<file path="config.mk">
export PLATFORM = sky130hd
export DESIGN_NAME = rv_regfile
export DESIGN_NICKNAME = d
export VERILOG_FILES = /design/src/rv_pkg.sv /design/src/rv_regfile.sv
export VERILOG_INCLUDE_DIRS = /design/src
export SDC_FILE = /design/constraint.sdc
export NUM_CORES = 2
export LEC_CHECK = 0
export BUFFER_PORTS_ARGS = -buffer_cell sky130_fd_sc_hd__buf_2
export CORE_MARGIN = 4
export CORE_UTILIZATION = 66
export CTS_BUF_LIST = sky130_fd_sc_hd__clkbuf_8
export CTS_CLUSTER_SIZE = 40
export DETAILED_ROUTE_END_ITERATION = 6
export PLACE_DENSITY_LB_ADDON = 0.25
export SLEW_MARGIN = 20
export SYNTH_ARGS = -nofsm -noshare
export SYNTH_HDL_FRONTEND = slang
export SYNTH_SLANG_ARGS = --single-unit
</file>
<file path="constraint.sdc">
create_clock -name clk -period 2.35 [get_ports clk]
set_clock_uncertainty 0.1 [all_clocks]
set_input_delay 0.1175 -clock clk [delete_from_list [all_inputs] [get_ports clk]]
set_output_delay 0.1175 -clock clk [all_outputs]
set_load 0.01 [all_outputs]
</file>
<file path="src/rv_core_config.svh">
`ifndef RV_CORE_CONFIG_SVH
`define RV_CORE_CONFIG_SVH

// integer register and ALU width
`define XLEN 64

// program counter width, counted in 32-bit words
`define PC_W 15

// instruction memory depth in words
`define IMEM_WORDS 1024

// cycles the instruction memory needs beyond the address cycle
// the fetch FSM is built around exactly two of them
`define IMEM_EXTRA_CYCLES 2

`endif

</file>
<file path="src/rv_pkg.sv">
`include "rv_core_config.svh"

package rv_pkg;

    // data path value, one register or ALU word
    typedef logic [`XLEN-1:0] xword_t;

    // word address into the instruction memory
    typedef logic [`PC_W-1:0] pc_t;

    // architectural register index, x0 to x31
    typedef logic [4:0] reg_idx_t;

    // raw 32-bit instruction
    typedef logic [31:0] instr_t;

    // ALU operations
    // pass_b forwards operand b untouched
    typedef enum logic [3:0] {
        alu_add    = 4'd0,
        alu_sub    = 4'd1,
        alu_and    = 4'd2,
        alu_or     = 4'd3,
        alu_xor    = 4'd4,
        alu_slt    = 4'd5,
        alu_sltu   = 4'd6,
        alu_sll    = 4'd7,
        alu_srl    = 4'd8,
        alu_sra    = 4'd9,
        alu_pass_b = 4'd10
    } alu_op_e;

    // branch condition, resolved from the a minus b flags
    typedef enum logic [2:0] {
        br_none = 3'd0,
        br_eq   = 3'd1,
        br_ne   = 3'd2,
        br_lt   = 3'd3,
        br_ge   = 3'd4,
        br_ltu  = 3'd5,
        br_geu  = 3'd6
    } branch_kind_e;

    // write-back source
    // link is the byte address of the following instruction
    typedef enum logic [1:0] {
        wb_alu         = 2'd0,
        wb_imm         = 2'd1,
        wb_pc_plus_imm = 2'd2,
        wb_link        = 2'd3
    } wb_sel_e;

    // fetch stall FSM, one instruction per pass
    typedef enum logic [1:0] {
        st_wait1 = 2'd0,
        st_wait2 = 2'd1,
        st_exec  = 2'd2
    } fetch_state_e;

    // decoded control for one instruction
    typedef struct packed {
        logic         reg_write;
        logic         alu_src;
        alu_op_e      alu_op;
        branch_kind_e branch_kind;
        logic         jump;
        logic         jalr;
        wb_sel_e      wb_sel;
    } ctrl_t;

    // what the core reports for each executed instruction
    typedef struct packed {
        pc_t      pc;
        reg_idx_t rd;
        logic     we;
        xword_t   wdata;
    } retire_t;

endpackage

</file>
<file path="src/rv_regfile.sv">
`include "rv_core_config.svh"

module rv_regfile (
    input  logic             clk,
    input  logic             rst_n,
    input  logic             we,
    input  rv_pkg::reg_idx_t waddr,
    input  rv_pkg::xword_t   wdata,
    input  rv_pkg::reg_idx_t raddr1,
    input  rv_pkg::reg_idx_t raddr2,
    output rv_pkg::xword_t   rdata1,
    output rv_pkg::xword_t   rdata2
);
    rv_pkg::xword_t regs [32];

    // x0 is never written, so its entry stays at the reset value
    always_ff @(posedge clk or negedge rst_n) begin
        if (!rst_n) begin
            for (int i = 0; i < 32; i++) begin
                regs[i] <= {`XLEN{1'b0}};
            end
        end else if (we && (waddr != '0)) begin
            regs[waddr] <= wdata;
        end
    end

    // combinational reads
    // a write lands at the exec edge, so the next instruction sees it
    assign rdata1 = (raddr1 == '0) ? {`XLEN{1'b0}} : regs[raddr1];
    assign rdata2 = (raddr2 == '0) ? {`XLEN{1'b0}} : regs[raddr2];

endmodule
</file>
# --- After elaboration in Yosys (flattened, before gate mapping) ---
# Index checks and enable logic that the tools add are counted.
word_totals:
  output_inout_bits: 128
  input_bits: 82
  ff_bits: 2048
  word_cells: 55
op_classes:
  reduce_logical: 5
  n_mux: 11
  n_bitwise: 3
  n_lt_le_gt_ge: 4
ops:
  columns: ["op", "n"]
  rows:
  - ["$bwmux W2048", 1]
  - ["$bmux W64 S5", 2]
  - ["$mux W64", 7]
  - ["$demux W64 S5", 1]
  - ["$ge A6 B6 Y1 const B", 3]
  - ["$not A5 Y6", 3]
  - ["$logic_not A5 Y1", 2]
  - ["$lt A6 B1 Y1 const B", 1]
  - ["$reduce_bool A5 Y1", 1]
  - ["$logic_and A1 B1 Y1", 2]

# --- Longest topological paths before layout ---
depth:
  ltp_word: 6
  ltp_mapped: 10

# --- Worst setup path before layout ---
# No wires, ideal clock.
synth_timing:
  path_kind: "input -> output"
  start: "input raddr2[0]"
  end: "output rdata2[14]"
  cell_stages: 8
  arrival_time_ns: 1.894
  slack_ns: 0.238
  t_required_ns: 2.132
  cell_sequence: "buf_2 > buf_6 > buf_2 > buf_2 > mux4_2 > mux2i_1 > o22ai_1 > a31o_2"
synth_via:
  elab_chain_cells: 5
synth_rtl:
  columns: ["item", "line_no", "source"]
  rows:
  - ["from (decl)", "rv_regfile.sv:10", "input rv_pkg::reg_idx_t raddr2,"]
  - ["$not A5 Y6 (implied by the code)", "rv_regfile.sv:30", "assign rdata2 = (raddr2 == '0) ? {`XLEN{1'b0}} : regs[raddr2];"]
  - ["$bmux W64 S5", "rv_regfile.sv:30", null]
  - ["$mux W64 (implied by the code) (2 in a row)", "rv_regfile.sv:30", null]
  - ["$mux W64 *", "rv_regfile.sv:30", null]
  - ["to (decl)", "rv_regfile.sv:12", "output rv_pkg::xword_t rdata2"]
# Every way passes the cells marked *; elsewhere a longest branch is shown, timed or not. The select of a mux whose other input is x is not followed.

# --- Final worst setup path ---
layout_timing:
  start: "register regs[1781] (netlist name)"
  end: "output rdata1[53]"
layout_via:
  elab_chain_cells: 4
layout_rtl:
  columns: ["item", "line_no", "source"]
  rows:
  - ["from (decl)", "rv_regfile.sv:14", "rv_pkg::xword_t regs [32];"]
  - ["from (signal, indexed assignment)", "rv_regfile.sv:20", "regs[i] <= {`XLEN{1'b0}};"]
  - ["from (signal, indexed assignment)", "rv_regfile.sv:23", "regs[waddr] <= wdata;"]
  - ["$bmux W64 S5", "rv_regfile.sv:29", "assign rdata1 = (raddr1 == '0) ? {`XLEN{1'b0}} : regs[raddr1];"]
  - ["$mux W64 (implied by the code) (2 in a row)", "rv_regfile.sv:29", null]
  - ["$mux W64", "rv_regfile.sv:29", null]
  - ["to (decl)", "rv_regfile.sv:11", "output rv_pkg::xword_t rdata1,"]
# No other way between the ends. The select of a mux whose other input is x is not followed.

==> results.toml <==
[global_routing]
grt_overflow_total = 0
antenna_found_initial = 14
grt_pass1_vias = 75285
grt_pass1_wl_um = 494000
use_met2_pct = 60.7
busiest_layer = "met2"
grt_util_met3_pct = 9.95
met1_usage_pct = 52.6
grt_max_degree = 132
grt_usage_pct = 39.4

[synthesis]
syn-instance-count = 6963
ys_types = 48
synth_edf_count = 0
synth_flop_cell = "dfrtp_1"
yosysTopAreaCellShare_pct = 47.3
synthArstFlopShare_pct = 100
synth_top_cell_by_area = "dfrtp_1"
yosysSeqAreaShare_pct = 47.3
yosys-top-cells-area = "dfrtp_1, mux2_2, mux4_2"
ys_ff_latch = 2048
yosysWarningCount = 0
syn_avg_cell_area_sq_um = 15.6
synth_fp_nets = 7045
syn_area_sq_um = 108000

[floorplanning]
fp-row-count = 148
fp.dieH_um = 413
initial_core_util_pct = 66.5
dieArea_sq_um = 171000
fp.coreArea_sq_um = 163000
die_x_um = 413
io-pin-count = 210

[final_layout]
fin_area_sq_um = 126000
fin_util_pct = 77.5
largest_reg_flops = 2048
reg.largest.list = "regs: 2048 flops"
finalNetCount = 7542
regMostFlops = "regs"
synthToLayoutAreaGrowth_pct = 16.5
drive_above_1_share_pct = 59.1

[timing]
finalHoldViolCount = 0
timing.final.crit_share_pct = 132
fmax_mhz = 322
worst_slack_ns = -0.754
slew_viol_final = 0
tns_ns = -68.63
hold_ws_ns = 0.0757
slew_headroom_pct = 35.3
setup_viol = 129
grt_setup_unrepaired = "yes"
max_slew.worst_pin.slew_ns = 0.966
fin_crit_ns = 3.10

[run_status]
run_status = "complete, but fails checks"
violations = "negative setup slack"

[power]
power.leakage_nw = 56.3
clockPowerShare_pct = 31.4
power.density_nw_per_um2 = 821
switchingPower_w = 0.0293
power_w = 0.104
vdd_drop_max_v = 0.000874
p_comb_share_pct = 23.1
p_int_w = 0.0744
netSwitchingFraction_pct = 28.2
seqPwrFrac_pct = 45.5

[worst_setup_path]
worstReg2RegEnd = "regs[1124]$_DFFE_PN0P_"
start_kind = "flop"
cp-end-kind = "output pin"
cp_max_fo = 3
critPathArrivalTime_ns = 2.89
cp.required_ns = 2.13
reg2reg_depth = 2
reg2reg_slack_ns = 0.92
crit_type = "flop to output pin"
r2r-start = "regs[1124]$_DFFE_PN0P_"
crit_end = "rdata1[53]"
critPathLaunch = "regs[1781]$_DFFE_PN0P_"

[clock_tree]
cts_tree = "yes"
cts_buffers = 349
clk_pin_slew_ns = 0.06
cts.sinks = 2048
cts_buffer_depth = 4
insertion_delay_ns = 1.03
ctsHtreeMaxLevel = 5
cts-root-buf = "clkbuf_8"

[detailed_routing]
viasPerCell = 7.27
drc = 0
totalWireLength_um = 332000
drt-initial-drc-count = 8278
ant_nets = 0
dr.pass1.iters = 6
vias = 71918
routedWlPerCell_um = 33.6

[placed_design]
hpwlAfterDp_um = 205000
gp_congestion = 0.895
placed_area_sq_um = 116000
port_buffers = 209

[flow_run]
drv_cap = 0

[min_path]
min_path_type = "input port to asynchronous set/reset pin"
how the worst min path moves through the flow:
stage	to	slack, ns	depth (start not counted)
2_1_floorplan	regs[0]$_DFFE_PN0P_	-0.28	0
3_3_place_gp	regs[1483]$_DFFE_PN0P_	-0.11	1
3_5_place_dp	regs[1483]$_DFFE_PN0P_	-0.11	1
4_1_cts	regs[1803]$_DFFE_PN0P_	0.003	4
5_1_grt	regs[1483]$_DFFE_PN0P_	0.07	4
6_report	regs[1803]$_DFFE_PN0P_	0.08	4
cells in the final DEF (no fill, tap or decap), types with 25 or more instances in the layout:
master and count:
a22oi_1 26, buf_12 238, buf_2 140, buf_4 411, buf_6 79, clkbuf_8 439
clkinv_2 35, dfrtp_1 2048, dlygate4sd3_1 78, inv_1 103, mux2_2 1992, mux2i_1 481
mux2i_2 33, mux4_2 968, nor2b_1 25, o22ai_1 159, or2_1 57
layer usage:
| metal | vias up | share of wire, % |
|---|---|---|
| met3 | 1150 | 10 |
| met2 | 4386 | 47 |
| li1 | 27985 | - |
| met1 | 38391 | 37 |
| met4 | 6 | 5.9 |
| met5 | - | 0.011 |
worst max-delay path, stage by stage (launching register included):
cell and delay [ns]:
dfrtp_1 0.42, mux4_2 0.47, mux4_2 0.47, mux2_4 0.34, buf_6 0.14
cell usage after synthesis, types with 17 or more instances:
library cell and number:
nor3_1 17, buf_2 286, a22oi_1 26, nor2_1 30
o22ai_1 182, or2_1 71, mux2i_1 520, clkbuf_1 434
buf_4 26, o22a_1 17, nand2_1 40, mux4_2 968
dfrtp_1 2048, mux2_2 2008, nor2b_1 39, buf_1 51
power by group through the flow:
stage	logic (W)	clock network, W	registers [W]
after detailed placement	0.0219	0	0.0474
after global routing	0.0255	0.0345	0.0478
after floorplan	0.0164	0	0.0455
final	0.0240	0.0326	0.0472
after global placement	0.0211	0	0.0467
after CTS	0.0234	0.0328	0.0468
metrics by stage:
stage,instances,setup slack [ns]
global placement,9087,-0.320
finish,9891,-0.754
global route,9883,-0.830
detailed placement,9087,-0.271
floorplan,6963,0.238
CTS,9844,-0.827
layout make-up:
cell class,count,area (sq um)
tap,2175,2720
fill,9118,36600
antenna,14,35.0
clock buffer,438,6030
multi-input combinational,4108,55100
clock inverter,155,918
sequential,2048,51200
timing repair buffer,953,10300
cells by family after synthesis:
group / Yosys count / share of synthesized area (%)
multiplexers: 3510 / 45.9
flip-flops: 2048 / 47.3
buffers and inverters: 807 / 3.28
AO/OA/AOI/OAI: 328 / 2.14
AND/OR/NAND/NOR: 270 / 1.41
timing repair:
action | in CTS | in global routing
hold endpoints to repair | 4032 | 0
resized for setup | 226 | 78
setup endpoints to repair | 128 | 128
buffers inserted | 95 | 34
pin swaps | 149 | 78
hold buffers | 79 | 0
No activity file was read; power rests on OpenSTA's default activity.
