`src/rv_core_config.svh`:
```
`ifndef RV_CORE_CONFIG_SVH
`define RV_CORE_CONFIG_SVH

// integer register and ALU width
`define XLEN 64

// program counter width, counted in 32-bit words
`define PC_W 15

// instruction memory depth in words
`define IMEM_WORDS 1024

// cycles the instruction memory needs beyond the address cycle
// the fetch FSM is built around exactly two of them
`define IMEM_EXTRA_CYCLES 2

`endif

```
`src/rv_pkg.sv`:
```
`include "rv_core_config.svh"

package rv_pkg;

    // data path value, one register or ALU word
    typedef logic [`XLEN-1:0] xword_t;

    // word address into the instruction memory
    typedef logic [`PC_W-1:0] pc_t;

    // architectural register index, x0 to x31
    typedef logic [4:0] reg_idx_t;

    // raw 32-bit instruction
    typedef logic [31:0] instr_t;

    // ALU operations
    // pass_b forwards operand b untouched
    typedef enum logic [3:0] {
        alu_add    = 4'd0,
        alu_sub    = 4'd1,
        alu_and    = 4'd2,
        alu_or     = 4'd3,
        alu_xor    = 4'd4,
        alu_slt    = 4'd5,
        alu_sltu   = 4'd6,
        alu_sll    = 4'd7,
        alu_srl    = 4'd8,
        alu_sra    = 4'd9,
        alu_pass_b = 4'd10
    } alu_op_e;

    // branch condition, resolved from the a minus b flags
    typedef enum logic [2:0] {
        br_none = 3'd0,
        br_eq   = 3'd1,
        br_ne   = 3'd2,
        br_lt   = 3'd3,
        br_ge   = 3'd4,
        br_ltu  = 3'd5,
        br_geu  = 3'd6
    } branch_kind_e;

    // write-back source
    // link is the byte address of the following instruction
    typedef enum logic [1:0] {
        wb_alu         = 2'd0,
        wb_imm         = 2'd1,
        wb_pc_plus_imm = 2'd2,
        wb_link        = 2'd3
    } wb_sel_e;

    // fetch stall FSM, one instruction per pass
    typedef enum logic [1:0] {
        st_wait1 = 2'd0,
        st_wait2 = 2'd1,
        st_exec  = 2'd2
    } fetch_state_e;

    // decoded control for one instruction
    typedef struct packed {
        logic         reg_write;
        logic         alu_src;
        alu_op_e      alu_op;
        branch_kind_e branch_kind;
        logic         jump;
        logic         jalr;
        wb_sel_e      wb_sel;
    } ctrl_t;

    // what the core reports for each executed instruction
    typedef struct packed {
        pc_t      pc;
        reg_idx_t rd;
        logic     we;
        xword_t   wdata;
    } retire_t;

endpackage

```
`src/rv_decode.sv`:
```
module rv_decode (
    input  rv_pkg::instr_t   instr,
    output rv_pkg::ctrl_t    ctrl,
    output rv_pkg::xword_t   imm,
    output rv_pkg::reg_idx_t rs1,
    output rv_pkg::reg_idx_t rs2,
    output rv_pkg::reg_idx_t rd
);
    // major opcodes handled by this core
    localparam logic [6:0] op_reg    = 7'b0110011;
    localparam logic [6:0] op_imm    = 7'b0010011;
    localparam logic [6:0] op_lui    = 7'b0110111;
    localparam logic [6:0] op_auipc  = 7'b0010111;
    localparam logic [6:0] op_jal    = 7'b1101111;
    localparam logic [6:0] op_jalr   = 7'b1100111;
    localparam logic [6:0] op_branch = 7'b1100011;

    logic [6:0]     opcode;
    logic [2:0]     funct3;
    logic           alt;
    rv_pkg::xword_t imm_i;
    rv_pkg::xword_t imm_u;
    rv_pkg::xword_t imm_b;
    rv_pkg::xword_t imm_j;

    // funct3 to ALU op, alt picks sub or sra
    function automatic rv_pkg::alu_op_e alu_op_of(input logic [2:0] f3, input logic sub_ok,
                                                  input logic alt_bit);
        rv_pkg::alu_op_e op;
        case (f3)
            3'b000:  op = (sub_ok && alt_bit) ? rv_pkg::alu_sub : rv_pkg::alu_add;
            3'b001:  op = rv_pkg::alu_sll;
            3'b010:  op = rv_pkg::alu_slt;
            3'b011:  op = rv_pkg::alu_sltu;
            3'b100:  op = rv_pkg::alu_xor;
            3'b101:  op = alt_bit ? rv_pkg::alu_sra : rv_pkg::alu_srl;
            3'b110:  op = rv_pkg::alu_or;
            default: op = rv_pkg::alu_and;
        endcase
        return op;
    endfunction

    assign opcode = instr[6:0];
    assign funct3 = instr[14:12];
    // funct7 bit 5, also bit 10 of the srai immediate
    assign alt    = instr[30];

    assign rs1 = instr[19:15];
    assign rs2 = instr[24:20];
    assign rd  = instr[11:7];

    // sign-extended immediates
    assign imm_i = rv_pkg::xword_t'($signed(instr[31:20]));
    // u already sits at bit 12
    assign imm_u = rv_pkg::xword_t'($signed({instr[31:12], 12'b0}));
    // b and j keep their zero lsb, offset in bytes
    assign imm_b = rv_pkg::xword_t'($signed({instr[31], instr[7], instr[30:25],
                                              instr[11:8], 1'b0}));
    assign imm_j = rv_pkg::xword_t'($signed({instr[31], instr[19:12], instr[20],
                                              instr[30:21], 1'b0}));

    always_comb begin
        case (opcode)
            op_lui, op_auipc: imm = imm_u;
            op_branch:        imm = imm_b;
            op_jal:           imm = imm_j;
            default:          imm = imm_i;
        endcase
    end

    always_comb begin
        // no-op unless an opcode below claims the word
        ctrl.reg_write   = 1'b0;
        ctrl.alu_src     = 1'b0;
        ctrl.alu_op      = rv_pkg::alu_pass_b;
        ctrl.branch_kind = rv_pkg::br_none;
        ctrl.jump        = 1'b0;
        ctrl.jalr        = 1'b0;
        ctrl.wb_sel      = rv_pkg::wb_alu;
        case (opcode)
            op_reg: begin
                ctrl.reg_write = 1'b1;
                ctrl.alu_op    = alu_op_of(funct3, 1'b1, alt);
            end
            op_imm: begin
                ctrl.reg_write = 1'b1;
                ctrl.alu_src   = 1'b1;
                ctrl.alu_op    = alu_op_of(funct3, 1'b0, alt);
            end
            op_lui: begin
                ctrl.reg_write = 1'b1;
                ctrl.wb_sel    = rv_pkg::wb_imm;
            end
            op_auipc: begin
                ctrl.reg_write = 1'b1;
                ctrl.wb_sel    = rv_pkg::wb_pc_plus_imm;
            end
            op_jal: begin
                ctrl.reg_write = 1'b1;
                ctrl.jump      = 1'b1;
                ctrl.wb_sel    = rv_pkg::wb_link;
            end
            op_jalr: begin
                // target is rs1 plus imm, formed in the ALU
                ctrl.reg_write = 1'b1;
                ctrl.alu_src   = 1'b1;
                ctrl.alu_op    = rv_pkg::alu_add;
                ctrl.jalr      = 1'b1;
                ctrl.wb_sel    = rv_pkg::wb_link;
            end
            op_branch: begin
                ctrl.alu_op = rv_pkg::alu_sub;
                case (funct3)
                    3'b000:  ctrl.branch_kind = rv_pkg::br_eq;
                    3'b001:  ctrl.branch_kind = rv_pkg::br_ne;
                    3'b100:  ctrl.branch_kind = rv_pkg::br_lt;
                    3'b101:  ctrl.branch_kind = rv_pkg::br_ge;
                    3'b110:  ctrl.branch_kind = rv_pkg::br_ltu;
                    3'b111:  ctrl.branch_kind = rv_pkg::br_geu;
                    default: ctrl.branch_kind = rv_pkg::br_none;
                endcase
            end
            default: begin
                ctrl.reg_write = 1'b0;
            end
        endcase
    end

endmodule

```
`config.mk`:
```
export PLATFORM = sky130hd
export DESIGN_NAME = rv_decode
export DESIGN_NICKNAME = d
export VERILOG_FILES = /design/src/rv_pkg.sv /design/src/rv_decode.sv
export VERILOG_INCLUDE_DIRS = /design/src
export SDC_FILE = /design/constraint.sdc
export NUM_CORES = 1
export LEC_CHECK = 0
export ABC_CLOCK_PERIOD_IN_PS = 1600
export BUFFER_PORTS_ARGS = -buffer_cell sky130_fd_sc_hd__buf_2
export CAP_MARGIN = 20
export CORE_MARGIN = 2
export CORE_UTILIZATION = 30
export DETAILED_ROUTE_END_ITERATION = 16
export PLACE_DENSITY = 0.78
export SETUP_SLACK_MARGIN = 0.02
export SLEW_MARGIN = 20
export SYNTH_ARGS = -nofsm -noshare
export SYNTH_HDL_FRONTEND = slang
export SYNTH_SLANG_ARGS = --single-unit
```
`constraint.sdc`:
```
create_clock -name vclk -period 1.6
set_input_delay 0.16 -clock vclk [all_inputs]
set_output_delay 0.16 -clock vclk [all_outputs]
set_load 0.03 [all_outputs]
```
# Word-level counts from Yosys, hierarchy flattened
# Cells that the tools add are included.
[op_classes]
mux = 13
n_eq_ne = 14
reduce_logical = 5
[ops]
columns = ["op", "count"]
rows = [
  ["$pmux 31 s3", 1],
  ["$pmux 4 s7", 2],
  ["$eq 7x7->1 const B", 3],
  ["$pmux 3 s6", 1],
  ["$pmux 4 s4", 1],
  ["$eq 7x5->1 const B", 2],
  ["$eq 7x6->1 const B", 2],
  ["$eq 3x3->1 const B", 4],
  ["$eq 3x2->1 const B", 2],
  ["$mux 1", 6],
  ["$pmux 2 s3", 1],
  ["$reduce_or 2->1", 3],
  ["$reduce_or 6->1", 1],
  ["$eq 3x1->1 const B", 1],
  ["$logic_not 3->1", 1],
  ["$mux 3", 1],
]
[totals]
in_bits = 32
reg_bits = 0
output_inout_bits = 92

# Logic depth before layout (Yosys ltp)
# Gate-level depths: netlist of run 1.
[logic_depth]
ltp_word = 3
ltp_mapped = 6

# Worst setup path after synthesis of run 1
# No wires, ideal clock.
[synth_path]
kind = "input to output"
start = "input port instr[4]"
end = "output port imm[11]"
required_time_ns = 1.440
setup_slack_ns = -0.138
arrival_time_ns = 1.578
n_path_buf = 0
path_stages = 4
path_cell_list = "nand3b_1 > nor3_1 > a22o_1 > a21o_1"
[synth_via]
elab_chain_cells = 3
[synth_rtl]
columns = ["element", "line_no", "rtl"]
rows = [
  ["from (decl)", "rv_decode.sv:2", "input rv_pkg::instr_t instr,"],
  ["$eq 7x5->1 / $eq 7x6->1 (equally long branches)", "rv_decode.sv:63", "case (opcode)"],
  ["$reduce_or 2->1", "rv_decode.sv:63", ""],
  ["$pmux 31 s3 *", "rv_decode.sv:63", ""],
  ["to (decl)", "rv_decode.sv:4", "output rv_pkg::xword_t imm,"],
]
# Every way passes the cells marked *; elsewhere a longest branch is shown, timed or not.

==> flow_summary.json, run 1 <==
{
  "antenna_cells": 0,
  "synthDistinctLibCells": 32,
  "cap_viol_max_count": 0,
  "setup_viol": 0,
  "nClkBuffers": 0,
  "wl_per_cell_um": 11.3,
  "grt_pass1_wl_mm": 3.66,
  "synth_top_area_cell": "buf_4",
  "ctsHoldBuffers": 0,
  "period_share_pct": 98.3,
  "netlist_area_um2": 938,
  "final_area_um2": 1410,
  "required_ns": 1.44,
  "hpwlAfterDp_mm": 2.26,
  "min_path_cells": 2,
  "p_leak_nw": 0.883,
  "synth_area_leaders": "buf_4 38%, a21o_1 16%, a22o_1 4.7%",
  "timing.slew.headroom_pct": 71.9,
  "io_buffers": 124,
  "ios": 124,
  "total_power_w": 0.000536,
  "dpl_cell_area_um2": 1310,
  "synth_top_area_share_pct": 38.4,
  "routed_wl_mm": 2.81,
  "finalNetCount": 250,
  "regArea_um2": 0,
  "synthToLayoutAreaGrowth_pct": 50.1,
  "hold_ws_ns": 0.586,
  "yosys_warnings": 0,
  "ant_nets": 0,
  "period_needed_ns": 1.57,
  "worstPathMaxFanout": 4,
  "crit_path_end_kind": "output port",
  "vdd_drop_max_v": 0.000248,
  "yosysSeqAreaShare_pct": 0,
  "synth_nets": 167,
  "worst_pin_slew_ns": 0.421,
  "startpoint_type": "input pin",
  "hold_start": "instr[16]",
  "min_to": "rs1[1]",
  "seq_cell_count": 0,
  "p_per_area_nw_per_um2": 380,
  "route.detailed.drc": 0,
  "synthCells": 135,
  "grt_pass1_vias": 838,
  "via_per_inst": 4.58,
  "grt.overflow.total": 0,
  "worstPathArrival_ns": 1.41,
  "slew_violations": 0,
  "drive_above_1_share_pct": 69.0,
  "first_pass_iters": 4,
  "hold_violations": 0,
  "grt_max_degree": 20,
  "core_um2": 3000,
  "drt_iter0_markers": 26,
  "vias": 1141,
  "std_cell_rows": 20,
  "gp_congestion": 0.824,
  "antenna_found_initial": 0,
  "status": "finished, final reports clean",
  "fillerInstances": 327,
  "rsz0062_at_grt": "true",
  "crit_type": "in2out",
  "hold_class": "in2out",
  "avgSynthCellArea_um2": 6.95,
  "floorplan.die_area_um2": 3590,
  "grt_use_total_pct": 12.5,
  "fmax_mhz": 636,
  "die_h_um": 59.9,
  "die-width_um": 59.9,
  "initial_core_util_pct": 31.3
}
## what timing repair did
action / CTS / global route
buffers inserted: 2 / 1
gates resized for setup: 17 / 8
pin swaps: 4 / 4
setup endpoints to repair: 20 / 14
endpoints found under the hold margin: 0 / 0
## cell usage in the layout (no fill, tap or decap), types with 3 or more instances in the layout
cell type,n
buf_4,14
nand2_1,6
a21o_1,20
a22o_1,5
nor2_4,3
a21oi_1,3
nor2_1,6
buf_2,112
buf_6,7
nor2b_1,7
## synth_stat cells (3+ instances only)
cell type  count
a21o_1        20
a21oi_1        3
a22o_1         5
buf_4         48
clkbuf_1       3
nand2_1        6
nor2_1         8
nor2b_1        7
nor3_1         4
## cells by family after synthesis
| family | after synthesis | synth area share, % |
|---|---|---|
| multiplexers | 1 | 1.07 |
| buffers and inverters | 56 | 43.3 |
| XOR/XNOR | 2 | 1.87 |
| AND/OR/NAND/NOR | 43 | 26.9 |
| AO/OA/AOI/OAI | 33 | 26.8 |
## power breakdown
part	total, W	internal, W	switching [W]
sequential	0	0	0
clock	0	0	0
combinational	0.000536	0.000173	0.000363
## worst max-delay path by stage
stage	endpoint	slack [ns]	cells after the start	startpoint
after global routing	ctrl[4]	-0.02	6	instr[4]
after CTS	ctrl[8]	-0.02	7	instr[6]
final	ctrl[8]	0.03	7	instr[6]
after floorplan	ctrl[7]	0.01	3	instr[6]
after detailed placement	imm[2]	-0.04	7	instr[6]
after global placement	imm[1]	-0.007	7	instr[6]
## critical path: stages
cell and delay (ns):
buf_6 0.10, or3b_4 0.44, buf_6 0.14, or2_4 0.24
nor2_4 0.09, a21oi_1 0.07, buf_4 0.17
## metrics by stage
stage / utilization (%) / std cells / worst slack (ns) / TNS, ns
CTS: 45.8 / 248 / -0.0217 / -0.0375
detailed placement: 43.5 / 246 / -0.0380 / -0.354
finish: 46.9 / 249 / 0.0266 / 0
global placement: 43.5 / 246 / -0.00679 / -0.0233
global route: 46.9 / 249 / -0.0153 / -0.0337
floorplan: - / 135 / 0.0111 / 0
## final cells by class
class	count	area (µm²)	area share (%)
repair buffers	135	785	55.7
multi-input cells	79	576	40.9
well taps	33	41.3	2.93
inverters	2	7.51	0.533
## per-layer routing
metal,vias to the layer above,track usage (%),wire length (µm)
met2,68,22.5,1440
met4,0,0.952,0
li1,580,-,-
met3,0,1.08,210
met1,493,16.6,1170
met5,-,0,0
(Power assumes the default switching activity.)
==> inputs of run 2 (changes only) <==
PLACE_DENSITY = unset   (was 0.78)
PLACE_DENSITY_LB_ADDON = 0.05   (was unset)
==> flow_summary.json, run 2 (same netlist as run 1, synthesis figures left out) <==
{
  "status": "finished, final reports clean",
  "hold_violations": 0,
  "p_leak_nw": 0.896,
  "use_met2_pct": 23.6,
  "global_route.usage.met1_pct": 17.4,
  "period_needed_ns": 1.57,
  "drt_iter0_markers": 40,
  "regArea_um2": 0,
  "grt_pass1_vias": 874,
  "pre_cts_ws_ns": -0.0865,
  "total_power_w": 0.000537,
  "seq_cell_count": 0,
  "final_common_cell": "buf_2",
  "startpoint_type": "input pin",
  "crit_type": "in2out",
  "cap_viol_max_count": 0,
  "core_um2": 3000,
  "floorplan.die_area_um2": 3590,
  "vias": 1153,
  "finalWorstSetupSlack_ns": 0.0305,
  "std_cell_rows": 20,
  "grt_max_degree": 30,
  "grt.overflow.total": 0,
  "timing.slew.headroom_pct": 83.6,
  "worstPathMaxFanout": 7,
  "synthToLayoutAreaGrowth_pct": 52.9,
  "crit_top_cell": "buf_2",
  "route.detailed.drc": 0,
  "wl_per_cell_um": 11.6,
  "slew_violations": 0,
  "antenna_found_initial": 0,
  "final_core_util_pct": 47.8,
  "antenna_cells": 0,
  "ant_nets": 0,
  "min_to": "rd[3]",
  "ctsHoldBuffers": 0,
  "ios": 124,
  "via_per_inst": 4.59,
  "die-width_um": 59.9,
  "period_share_pct": 98.1,
  "gp_congestion": 0.778,
  "hold_class": "in2out",
  "worst_pin_slew_ns": 0.244,
  "rsz0062_at_grt": "true",
  "busiest_layer": "met2",
  "grt_use_total_pct": 12.8,
  "grt_pass1_wl_mm": 3.82,
  "nClkBuffers": 0,
  "slowest_delay_ns": 0.44,
  "crit_path_end_kind": "output port",
  "min_path_cells": 2,
  "hold_start": "instr[10]",
  "setup_viol": 0,
  "drive_above_1_share_pct": 68.8,
  "routed_wl_mm": 2.92,
  "worstPathArrival_ns": 1.41,
  "hpwlAfterDp_mm": 2.31,
  "crit_chain": "buf_2, or3b_4, nor2_4, buf_12, nor2_2, a22o_1, buf_2",
  "required_ns": 1.44,
  "fillerInstances": 322,
  "mostFrequentLayoutCells": "108 x buf_2, 23 x buf_4, 20 x a21o_1",
  "first_pass_iters": 6,
  "fmax_mhz": 637,
  "finalNetCount": 252,
  "die_h_um": 59.9,
  "vdd_drop_max_v": 0.000311,
  "cp-startpoint": "instr[3]",
  "p_per_area_nw_per_um2": 375,
  "io_buffers": 124,
  "grt_use_met3_pct": 0.649,
  "crit_slowest_cell": "or3b_4",
  "multi_input_area_um2": 582,
  "initial_core_util_pct": 31.3
}
==> run 2: cell type report <==
| cell class | instances | area share (%) |
|---|---|---|
| inverters | 2 | 0.523 |
| multi-input cells | 80 | 40.5 |
| repair buffers | 136 | 56.1 |
| well taps | 33 | 2.88 |
==> run 2: repair_timing <==
item / in CTS / in global routing
setup endpoints to repair: 12 / 18
setup buffers: 0 / 1
pin swaps: 0 / 3
cloned: 0 / 2
resized for setup: 4 / 35
==> run 2: where the power goes <==
group | switching (W) | leakage [nW] | total (W) | internal, W
registers | 0 | 0 | 0 | 0
logic | 0.000364 | 0.896 | 0.000537 | 0.000174
clock network | 0 | 0 | 0 | 0
==> run 2: layer usage <==
layer / share of wire [%] / wire length [µm] / vias to the layer above
li1: - / - / 578
met1: 40 / 1170 / 512
met2: 52 / 1530 / 63
met3: 7.5 / 218 / 0
met4: 0 / 0 / 0
met5: 0 / 0 / -
==> run 2: worst max-delay path by stage <==
stage               slack [ns]       end  cells past startpoint
floorplan                 0.01   ctrl[7]                      3
global placement         -0.03   ctrl[7]                      5
detailed placement       -0.09   imm[30]                      6
CTS                       0.01  ctrl[11]                      5
global route             -0.02    imm[4]                      7
finish                    0.03    imm[4]                      7
==> run 2: stage by stage <==
stage / TNS, ns / cell area, µm² / hold WS, ns / instances
after floorplan: 0 / 960 / 0.432 / 135
after global placement: -0.254 / 1310 / 0.589 / 248
after detailed placement: -0.857 / 1310 / 0.591 / 248
after CTS: 0 / 1320 / 0.591 / 248
after global routing: -0.0493 / 1440 / 0.598 / 251
final: 0 / 1440 / 0.587 / 251
==> run 2: critical path: cells and delay by family <==
kind | cells | cell delay [ns]
simple gates | 3 | 0.65
compound gates | 1 | 0.18
buf+inv | 3 | 0.42
